[src/core_pkg.sv]
// Core package with privilege levels, exception cause codes and data word width

`default_nettype none

package core_pkg;

    ////////////////////
    // Word widths
    ////////////////////

    // Width of a CSR data word
    localparam int XLEN = 32;

    ////////////////////
    // Privilege
    ////////////////////

    // RISC-V privilege encoding, 2'b10 is reserved
    typedef enum logic [1:0] {
        PRIV_USER       = 2'b00,
        PRIV_SUPERVISOR = 2'b01,
        PRIV_MACHINE    = 2'b11
    } privilege_e;

    ////////////////////
    // Exception causes
    ////////////////////

    // Subset of mcause codes raised by the protected-memory path
    // Zero marks an idle report slot
    typedef enum logic [4:0] {
        EXC_NONE               = 5'd0,
        EXC_INST_ACCESS_FAULT  = 5'd1,
        EXC_LOAD_ACCESS_FAULT  = 5'd5,
        EXC_STORE_ACCESS_FAULT = 5'd7
    } exc_code_e;

endpackage

`default_nettype wire

[src/mvm_pkg.sv]
// Window CSR package with address map and register reset values

`default_nettype none

package mvm_pkg;

    // Width of a CSR address
    localparam int CSR_ADDR_WIDTH = 12;

    ////////////////////
    // CSR address map
    ////////////////////

    // Control, bit 0 turns translation on
    localparam logic [CSR_ADDR_WIDTH-1:0] CSR_MVMCTL = 12'h7C0;
    // Data window offset, size, mask
    localparam logic [CSR_ADDR_WIDTH-1:0] CSR_MVMDO  = 12'h7C1;
    localparam logic [CSR_ADDR_WIDTH-1:0] CSR_MVMDS  = 12'h7C2;
    localparam logic [CSR_ADDR_WIDTH-1:0] CSR_MVMDM  = 12'h7C3;
    // Instruction window offset, size, mask
    localparam logic [CSR_ADDR_WIDTH-1:0] CSR_MVMIO  = 12'h7C4;
    localparam logic [CSR_ADDR_WIDTH-1:0] CSR_MVMIS  = 12'h7C5;
    localparam logic [CSR_ADDR_WIDTH-1:0] CSR_MVMIM  = 12'h7C6;

    ////////////////////
    // Reset values
    ////////////////////

    // Full word wide, a window register keeps the low bits it needs
    // Out of reset a window is the identity over the whole space
    localparam logic [core_pkg::XLEN-1:0] MVM_OFFSET_RST = '0;
    localparam logic [core_pkg::XLEN-1:0] MVM_SIZE_RST   = '1;
    localparam logic [core_pkg::XLEN-1:0] MVM_MASK_RST   = '1;

endpackage

`default_nettype wire

[src/mvm_csr_bank.sv]
// Window CSR bank module with seven registers, read-back mux and translation enable

`default_nettype none
`timescale 1ns/1ps

module mvm_csr_bank #(
    parameter int AddrWidth = 32
) (
    input  logic                                clk,
    input  logic                                arst_n_i,
    input  core_pkg::privilege_e                privilege_i,
    input  logic                                csr_we_i,
    input  logic [mvm_pkg::CSR_ADDR_WIDTH-1:0]  csr_addr_i,
    input  logic [core_pkg::XLEN-1:0]           csr_wdata_i,
    output logic [core_pkg::XLEN-1:0]           csr_rdata_o,
    output logic                                translation_en_o,
    output logic [AddrWidth-1:0]                d_offset_o,
    output logic [AddrWidth-1:0]                d_size_o,
    output logic [AddrWidth-1:0]                d_mask_o,
    output logic [AddrWidth-1:0]                i_offset_o,
    output logic [AddrWidth-1:0]                i_size_o,
    output logic [AddrWidth-1:0]                i_mask_o
);

    // Stored control bit
    logic mvmctl_q;
    // Address hits one of the seven registers
    logic addr_valid;

    ////////////////////
    // Register writes
    ////////////////////

    // Window registers keep the low AddrWidth bits of the write data
    always_ff @(posedge clk or negedge arst_n_i) begin
        if (!arst_n_i) begin
            mvmctl_q   <= 1'b0;
            d_offset_o <= mvm_pkg::MVM_OFFSET_RST[AddrWidth-1:0];
            d_size_o   <= mvm_pkg::MVM_SIZE_RST[AddrWidth-1:0];
            d_mask_o   <= mvm_pkg::MVM_MASK_RST[AddrWidth-1:0];
            i_offset_o <= mvm_pkg::MVM_OFFSET_RST[AddrWidth-1:0];
            i_size_o   <= mvm_pkg::MVM_SIZE_RST[AddrWidth-1:0];
            i_mask_o   <= mvm_pkg::MVM_MASK_RST[AddrWidth-1:0];
        end
        else if (csr_we_i) begin
            case (csr_addr_i)
                // Only the enable bit exists in mvmctl
                mvm_pkg::CSR_MVMCTL: mvmctl_q   <= csr_wdata_i[0];
                mvm_pkg::CSR_MVMDO:  d_offset_o <= csr_wdata_i[AddrWidth-1:0];
                mvm_pkg::CSR_MVMDS:  d_size_o   <= csr_wdata_i[AddrWidth-1:0];
                mvm_pkg::CSR_MVMDM:  d_mask_o   <= csr_wdata_i[AddrWidth-1:0];
                mvm_pkg::CSR_MVMIO:  i_offset_o <= csr_wdata_i[AddrWidth-1:0];
                mvm_pkg::CSR_MVMIS:  i_size_o   <= csr_wdata_i[AddrWidth-1:0];
                mvm_pkg::CSR_MVMIM:  i_mask_o   <= csr_wdata_i[AddrWidth-1:0];
                // Foreign CSR, not ours
                default: ;
            endcase
        end
    end

    ////////////////////
    // Read-back mux
    ////////////////////

    // Zero-extended to the CSR word, unknown addresses read zero
    always_comb begin
        csr_rdata_o = '0;
        addr_valid  = 1'b1;
        case (csr_addr_i)
            mvm_pkg::CSR_MVMCTL: csr_rdata_o[0]           = mvmctl_q;
            mvm_pkg::CSR_MVMDO:  csr_rdata_o[AddrWidth-1:0] = d_offset_o;
            mvm_pkg::CSR_MVMDS:  csr_rdata_o[AddrWidth-1:0] = d_size_o;
            mvm_pkg::CSR_MVMDM:  csr_rdata_o[AddrWidth-1:0] = d_mask_o;
            mvm_pkg::CSR_MVMIO:  csr_rdata_o[AddrWidth-1:0] = i_offset_o;
            mvm_pkg::CSR_MVMIS:  csr_rdata_o[AddrWidth-1:0] = i_size_o;
            mvm_pkg::CSR_MVMIM:  csr_rdata_o[AddrWidth-1:0] = i_mask_o;
            default:             addr_valid               = 1'b0;
        endcase
    end

    // Machine mode always sees physical addresses
    assign translation_en_o = (privilege_i != core_pkg::PRIV_MACHINE) && mvmctl_q;

    // Write strobe only ever targets a window register
    assert property (@(posedge clk) disable iff (!arst_n_i) csr_we_i |-> addr_valid)
        else $error("CSR write to unknown address %h", csr_addr_i);

endmodule

`default_nettype wire

[src/mmu_window.sv]
// Address window module with masking, relocation and bounds fault

`default_nettype none
`timescale 1ns/1ps

module mmu_window #(
    parameter int AddrWidth = 32
) (
    input  logic                 en_i,
    input  logic [AddrWidth-1:0] mask_i,
    input  logic [AddrWidth-1:0] offset_i,
    input  logic [AddrWidth-1:0] size_i,
    input  logic [AddrWidth-1:0] address_i,
    output logic [AddrWidth-1:0] address_o,
    output logic                 fault_o
);

    // Virtual address with the window mask applied
    logic [AddrWidth-1:0] masked_addr;
    // Relocated physical address wrapping at AddrWidth
    logic [AddrWidth-1:0] relocated_addr;
    // Virtual address beyond the window size
    logic                 out_of_bounds;

    ////////////////////
    // Translation
    ////////////////////

    assign masked_addr    = address_i & mask_i;
    assign relocated_addr = offset_i + masked_addr;

    // Bounds check on the raw address rather than the masked one
    assign out_of_bounds  = (address_i >= size_i);

    // Pass through untouched while disabled
    always_comb begin
        if (en_i) begin
            address_o = relocated_addr;
            fault_o   = out_of_bounds;
        end
        else begin
            address_o = address_i;
            fault_o   = 1'b0;
        end
    end

endmodule

`default_nettype wire

[src/access_guard.sv]
// Memory guard module with request gating and registered exception report

`default_nettype none
`timescale 1ns/1ps

module access_guard (
    input  logic                clk,
    input  logic                arst_n_i,
    input  logic                inst_fault_i,
    input  logic                data_fault_i,
    input  logic                killed_i,
    input  logic                mem_read_enable_i,
    input  logic [3:0]          mem_write_enable_i,
    output logic                mem_operation_enable_o,
    output logic [3:0]          mem_write_enable_o,
    output logic                exc_valid_o,
    output core_pkg::exc_code_e exc_code_o
);

    // Request that actually reaches memory unless faulted
    logic                live_req;
    // Any byte lane written
    logic                store_req;
    // Next report
    logic                exc_valid_d;
    core_pkg::exc_code_e exc_code_d;

    ////////////////////
    // Request gating
    ////////////////////

    assign store_req = |mem_write_enable_i;
    assign live_req  = !killed_i && (mem_read_enable_i || store_req);

    // Data fault blocks the access in the same cycle
    assign mem_operation_enable_o = live_req && !data_fault_i;
    assign mem_write_enable_o     = mem_write_enable_i;

    ////////////////////
    // Fault ranking
    ////////////////////

    // Fetch fault wins over data fault
    // Data fault only counts on a live request
    always_comb begin
        exc_valid_d = 1'b0;
        exc_code_d  = core_pkg::EXC_NONE;
        if (inst_fault_i) begin
            exc_valid_d = 1'b1;
            exc_code_d  = core_pkg::EXC_INST_ACCESS_FAULT;
        end
        else if (data_fault_i && live_req) begin
            exc_valid_d = 1'b1;
            // Store if any strobe set and load otherwise
            exc_code_d  = store_req ? core_pkg::EXC_STORE_ACCESS_FAULT
                                    : core_pkg::EXC_LOAD_ACCESS_FAULT;
        end
    end

    // One report per cycle and one cycle late
    always_ff @(posedge clk or negedge arst_n_i) begin
        if (!arst_n_i) begin
            exc_valid_o <= 1'b0;
            exc_code_o  <= core_pkg::EXC_NONE;
        end
        else begin
            exc_valid_o <= exc_valid_d;
            exc_code_o  <= exc_code_d;
        end
    end

endmodule

`default_nettype wire

[src/xosvm_unit.sv]
// Protected-memory top module with CSR bank, instruction and data windows and guard

`default_nettype none
`timescale 1ns/1ps

module xosvm_unit #(
    parameter int AddrWidth = 32
) (
    input  logic                                clk,
    input  logic                                arst_n_i,
    input  core_pkg::privilege_e                privilege_i,
    // CSR port
    input  logic                                csr_we_i,
    input  logic [mvm_pkg::CSR_ADDR_WIDTH-1:0]  csr_addr_i,
    input  logic [core_pkg::XLEN-1:0]           csr_wdata_i,
    output logic [core_pkg::XLEN-1:0]           csr_rdata_o,
    // Virtual side
    input  logic [AddrWidth-1:0]                instruction_address_i,
    input  logic [AddrWidth-1:0]                mem_address_i,
    input  logic                                mem_read_enable_i,
    input  logic [3:0]                          mem_write_enable_i,
    input  logic                                killed_i,
    // Physical side
    output logic [AddrWidth-1:0]                instruction_address_o,
    output logic                                inst_fault_o,
    output logic [AddrWidth-1:0]                mem_address_o,
    output logic                                mem_operation_enable_o,
    output logic [3:0]                          mem_write_enable_o,
    // Exception report
    output logic                                exc_valid_o,
    output core_pkg::exc_code_e                 exc_code_o
);

    logic                 translation_en;
    logic                 data_fault;
    // Window registers
    logic [AddrWidth-1:0] d_offset, d_size, d_mask;
    logic [AddrWidth-1:0] i_offset, i_size, i_mask;

    ////////////////////
    // CSR bank
    ////////////////////

    mvm_csr_bank #(
        .AddrWidth (AddrWidth)
    ) csr_bank_i (
        .clk              (clk),
        .arst_n_i         (arst_n_i),
        .privilege_i      (privilege_i),
        .csr_we_i         (csr_we_i),
        .csr_addr_i       (csr_addr_i),
        .csr_wdata_i      (csr_wdata_i),
        .csr_rdata_o      (csr_rdata_o),
        .translation_en_o (translation_en),
        .d_offset_o       (d_offset),
        .d_size_o         (d_size),
        .d_mask_o         (d_mask),
        .i_offset_o       (i_offset),
        .i_size_o         (i_size),
        .i_mask_o         (i_mask)
    );

    ////////////////////
    // Windows
    ////////////////////

    // Fetch side
    mmu_window #(.AddrWidth(AddrWidth)) i_window (
        .en_i      (translation_en),
        .mask_i    (i_mask),
        .offset_i  (i_offset),
        .size_i    (i_size),
        .address_i (instruction_address_i),
        .address_o (instruction_address_o),
        .fault_o   (inst_fault_o)
    );

    // Load/store side
    mmu_window #(.AddrWidth(AddrWidth)) d_window (
        .en_i      (translation_en),
        .mask_i    (d_mask),
        .offset_i  (d_offset),
        .size_i    (d_size),
        .address_i (mem_address_i),
        .address_o (mem_address_o),
        .fault_o   (data_fault)
    );

    // Merge both faults into gating and one report
    access_guard guard_i (
        .clk                    (clk),
        .arst_n_i               (arst_n_i),
        .inst_fault_i           (inst_fault_o),
        .data_fault_i           (data_fault),
        .killed_i               (killed_i),
        .mem_read_enable_i      (mem_read_enable_i),
        .mem_write_enable_i     (mem_write_enable_i),
        .mem_operation_enable_o (mem_operation_enable_o),
        .mem_write_enable_o     (mem_write_enable_o),
        .exc_valid_o            (exc_valid_o),
        .exc_code_o             (exc_code_o)
    );

endmodule

`default_nettype wire

[config.mk]
export PLATFORM = sky130hd
export DESIGN_NAME = xosvm_unit
export DESIGN_NICKNAME = d
export VERILOG_FILES = /design/src/core_pkg.sv /design/src/mvm_pkg.sv /design/src/mvm_csr_bank.sv /design/src/mmu_window.sv /design/src/access_guard.sv /design/src/xosvm_unit.sv
export SDC_FILE = /design/constraint.sdc
export NUM_CORES = 1
export LEC_CHECK = 0
export ABC_AREA = 1
export BUFFER_PORTS_ARGS = -buffer_cell sky130_fd_sc_hd__buf_2
export CORE_MARGIN = 5
export CORE_UTILIZATION = 61
export DETAILED_ROUTE_END_ITERATION = 6
export PLACE_DENSITY_LB_ADDON = 0.3
export SYNTH_ARGS = -nofsm -noshare
export SYNTH_HDL_FRONTEND = slang
export SYNTH_HIERARCHICAL = 1
export SYNTH_SLANG_ARGS = --single-unit
[constraint.sdc]
create_clock -name clk -period 6 [get_ports clk]
set_clock_uncertainty 0.2 [all_clocks]
set_input_delay 0.9 -clock clk [delete_from_list [all_inputs] [get_ports clk]]
set_output_delay 0.9 -clock clk [all_outputs]
set_load 0.005 [all_outputs]
* Word-level counts from Yosys, hierarchy flattened
Index checks and enable logic that the tools add are counted.
** Word-level totals
- Word-level logic and storage cells :: 49
- Output and inout bits :: 108
- Bits in registers :: 199
- Input bits :: 119
** Operators by class
- Bitwise operators :: 2
- Equal/unequal tests :: 8
- Mux-type cells :: 11
- Add/subtract/negate cells :: 2
- Magnitude comparators :: 2
- Reductions and logical operators :: 15
** Operators by type and width (number)
- $pmux W31 S6 :: 1
- $eq A12 B11 Y1 const B :: 7
- $add A32 B32 Y32 :: 2
- $and A32 B32 Y32 :: 2
- $ge A32 B32 Y1 :: 2
- $mux W32 :: 2
- $reduce_and A2 Y1 :: 7
- $mux W5 :: 2
- $pmux W1 S7 :: 1
- $logic_and A1 B1 Y1 :: 4
- $mux W1 :: 4
- $reduce_or A4 Y1 :: 1
- $logic_not A1 Y1 :: 2
- $mux W2 :: 1
- $ne A2 B2 Y1 const B :: 1
- $logic_or A1 B1 Y1 :: 1

* Logic depth before layout (Yosys ltp)
- Depth after elaboration :: 6
- Gate-level depth with buffers :: 17
- Depth with buffers taken out :: 17

* Hierarchy
Netlist, hierarchy kept.
** Modules (own cells, without submodules)
- mvm_csr_bank :: times used 1, sequential area each 4989.8 um2, area an instance 9606.7 um2, cells an instance 1252
- mmu_window at i_window :: times used 1, sequential area each 0.0 um2, area an instance 3804.9 um2, cells an instance 773
- mmu_window at d_window :: times used 1, sequential area each 0.0 um2, area an instance 3777.4 um2, cells an instance 777
- access_guard :: times used 1, sequential area each 75.1 um2, area an instance 207.7 um2, cells an instance 25

* Worst setup path after synthesis
Ideal clock, no wire load.
- Kind :: input to output
- Start :: in instruction_address_i[0]
- End :: out instruction_address_o[20]
- Path buffers :: 0
- Required time :: 4.900 ns
- Stages on the path :: 13
- Slack :: 2.553 ns
- Data arrival time :: 2.347 ns
- Cell sequence :: nand2_1 -> inv_1 -> ha_1 -> fa_1 -> nand3_1 -> nand3_1 -> nand3_1 -> nand3_2 -> nand3_1 -> nand2_1 -> nand2_1 -> nand3_1 -> nand2_1
** Between the ends
- Longest elaborated chain between the ends :: 3
** RTL lines
- start, declared :: line xosvm_unit.sv:18 : input logic [AddrWidth-1:0] instruction_address_i,
- $and A32 B32 Y32 :: line mmu_window.sv:29 : assign masked_addr = address_i & mask_i;
- $add A32 B32 Y32 :: line mmu_window.sv:30 : assign relocated_addr = offset_i + masked_addr;
- $mux W32 :: line mmu_window.sv:37 : if (en_i) begin
- end, declared :: line xosvm_unit.sv:24 : output logic [AddrWidth-1:0] instruction_address_o,
No other way between the ends.

* Worst setup path in the final report
- Start :: in privilege_i[0]
- End :: out mem_address_o[2]
** Between the ends
- Longest elaborated chain between the ends :: 3
** RTL lines
- start, declared :: line xosvm_unit.sv:11 : input core_pkg::privilege_e privilege_i,
- $ne A2 B2 Y1 :: line mvm_csr_bank.sv:82 : assign translation_en_o = (privilege_i != core_pkg::PRIV_MACHINE) && mvmctl_q;
- $logic_and A1 B1 Y1 :: line mvm_csr_bank.sv:82
- net translation_en :: line xosvm_unit.sv:34 : logic translation_en;
- $mux W32 :: line mmu_window.sv:37
- end, declared :: line xosvm_unit.sv:26 : output logic [AddrWidth-1:0] mem_address_o,
The timed path passes the listed nets, and every way through them passes these cells.

==> results.tsv <==
metric	value	unit
fp.dieW	179	um
outcome	completed	
synth_compound_area_share	9.95	%
nNetsFinal	3231	
coreArea	27900	um^2
clock_path_buffers	2	
start_util	62.3	%
hold_path_class	reg2reg	
rrSetupSlack	3400	ps
fmax	218	MHz
p_leak	11.9	nW
path_class	in2out	
die_h	179	um
routabilityCongestion	0.995	
cp_max_fo	45	
antenna_found_initial	7	
wl	60.8	mm
synth_area	17400	um^2
cp-start-kind	input port	
synth_ff_type	dfstp_2	
p_per_area	148	nW/um^2
worstPathRequired	4900	ps
utilization	68.9	%
dr.pass1.iters	6	
routed_via_density	5.70	
fin_ws	1400	ps
synth.area.mux_share	0	%
design_power_total	2.85	mW
areaGrowthSynthToFinish	10.7	%
netlist_top_cells_count	nand2_1, inv_1, nand3_1	
rsz0062_at_grt	no	
path_clk_slew	70	ps
h-tree-depth	4	
slew_headroom	17.0	%
cp_top_family	buffers and inverters	
insertion_delay	450	ps
finalSetupViolations	0	
drv_slew	0	
min-delay-start	csr_bank_i/i_size_o[20]	
die-area	32000	um^2
io_buffer_count	224	
dp_slack	1400	ps
synth_area_leaders	nand2_1, dfstp_2, dfrtp_1	
synth_edf_count	0	
r2r-end	guard_i/exc_code_o[1]	
hold_path_depth	2	
peakVddDrop	0.222	mV
rr_worst_depth	12	
synth_cells	2827	
vias	19234	
tns	0	ps
synth_warnings	6	
clkSinkCount	196	
post-cts-setup-buffers	0	
r2r_start	csr_bank_i/d_size_o[7]	
fin_crit	4600	ps
synth_cell_types	42	
synth-simple-area-share	37.6	%
grt_util_all_layers	37.5	%
yosys.area_share.xor_xnor	1.46	%
avgSynthCellArea	6.15	um^2
grt-ovfl-total	0	
synth_seq_area_share	29.1	%
async_reset_ff_share	100	%
grt_pass1_wl	94.3	mm
crit_slowest_cell	clkinv_1	
cts_root_buf	clkbuf_16	
max-cap-violations	0	
ant_nets	0	
cts_tree	done	
row_count	61	
wl_per_cell	18.0	um
cts_hold_buf	0	
worstMarginPinSlew	1240	ps
cpPeakStageDelay	1110	ps
synth_top_area_share	23.6	%
crit_chain	buf_2, a21oi_4, clkinv_1, a21oi_1, o21ai_0, nand2_1, buf_2	
synth_top_family_by_area	simple AND/OR/NAND/NOR gates	
whs	287	ps
cts_resized	0	
finalCritPeriodShare	76.6	%
drc	0	
grt_pass1_vias	18137	
hold_violations	0	
cp.buffers_inverters	3	
yosysMostFrequentCell	nand2_1	
cpMostUsedCell	buf_2	
synthAdderAreaFrac	9.29	%
synth_seq_cells	196	
cts_buffers	17	
drive_gt1_share	15.0	%
end_kind	output port	
drt_iter0_markers	2070	
place_hpwl	46.3	mm
synth_area_leader_cell	nand2_1	
ios	227	
grt_max_degree	196	
critical_path_arrival	3500	ps
hold-path-endpoint	csr_bank_i/i_size_o[20]	
[worst register-to-register path, stage by stage (launching register included)]
cell and delay, ps:
dfstp_2 550, inv_1 60, ha_1 290, nand2_1 70
nor2_1 150, nand4_1 210, nor2_1 280, nand2_1 100
nand3_1 140, nand2_1 130, inv_1 140, nand4_2 120
nor2_1 100
[cell families after synthesis]
| family | Yosys count |
|---|---|
| simple gates | 1592 |
| buf+inv | 545 |
| compound gates | 336 |
| flops | 196 |
| fa+ha+maj | 128 |
| xor+xnor | 29 |
| other cells | 1 |
[power breakdown]
| part | internal [mW] | total [mW] | switching (mW) |
|---|---|---|---|
| logic | 0.0944 | 0.308 | 0.214 |
| clock network | 0.647 | 1.20 | 0.554 |
| registers | 1.34 | 1.34 | 0.00676 |
[registers in the layout, indices dropped and copies added, names as in the netlist]
signal                 cells
csr_bank_i/d_offset_o     32
csr_bank_i/mvmctl_q        1
csr_bank_i/i_mask_o       32
csr_bank_i/i_offset_o     32
csr_bank_i/i_size_o       32
csr_bank_i/d_size_o       32
csr_bank_i/d_mask_o       32
guard_i/exc_code_o         3
[final cells by class]
| class | count | area, um^2 |
|---|---|---|
| sequential | 196 | 5060 |
| fill | 2604 | 8680 |
| antenna | 2 | 5.00 |
| clock buffer | 20 | 457 |
| clock inverter | 12 | 145 |
| tap | 378 | 473 |
| timing repair buffer | 241 | 1270 |
| inverter | 441 | 1660 |
| multi-input combinational | 2087 | 10200 |
[layer usage]
layer / up-vias / GRT usage (%) / part of all wire, %
li1: 9078 / - / -
met4: 10 / 19.8 / 5.8
met3: 242 / 6.71 / 10
met2: 1127 / 60.7 / 45
met1: 8777 / 47.8 / 39
met5: - / 0 / 0.11
[per-stage QoR]
stage	instances	instance area, um^2
after floorplan	2828	17400
after global placement	3342	18600
after detailed placement	3342	18600
after CTS	3374	19200
after global routing	3376	19300
final	3377	19300
[worst max path at each step]
stage                                         from                        end  slack, ps  cells after the start
final                               privilege_i[0]           mem_address_o[2]       1400                      7
after global routing                privilege_i[0]           mem_address_o[2]       1050                      7
after CTS                           privilege_i[0]           mem_address_o[2]       1410                      7
after detailed placement            privilege_i[0]           mem_address_o[2]       1400                      7
after global placement              privilege_i[0]           mem_address_o[2]       1510                      7
after floorplan           instruction_address_i[0]  instruction_address_o[20]       2550                     13
[placed cells by master (no fill, tap or decap), types with 6 or more instances in the layout]
| cell type | count |
|---|---|
| dfrtp_1 | 68 |
| dfstp_2 | 128 |
| inv_1 | 436 |
| nand3_1 | 233 |
| o21bai_1 | 7 |
| o21ai_0 | 212 |
| nor3_1 | 6 |
| nand4_1 | 12 |
| nand3_2 | 6 |
| o21ai_1 | 33 |
| nor2_4 | 8 |
| clkbuf_16 | 17 |
| nand2_2 | 14 |
| nand2_1 | 1093 |
| nor2_1 | 193 |
| a21oi_1 | 72 |
| nor2_2 | 10 |
| buf_4 | 15 |
| xnor2_1 | 25 |
| buf_2 | 223 |
| ha_1 | 126 |
| nand3b_1 | 6 |
Note: power is estimated with default switching activity, not from simulation.
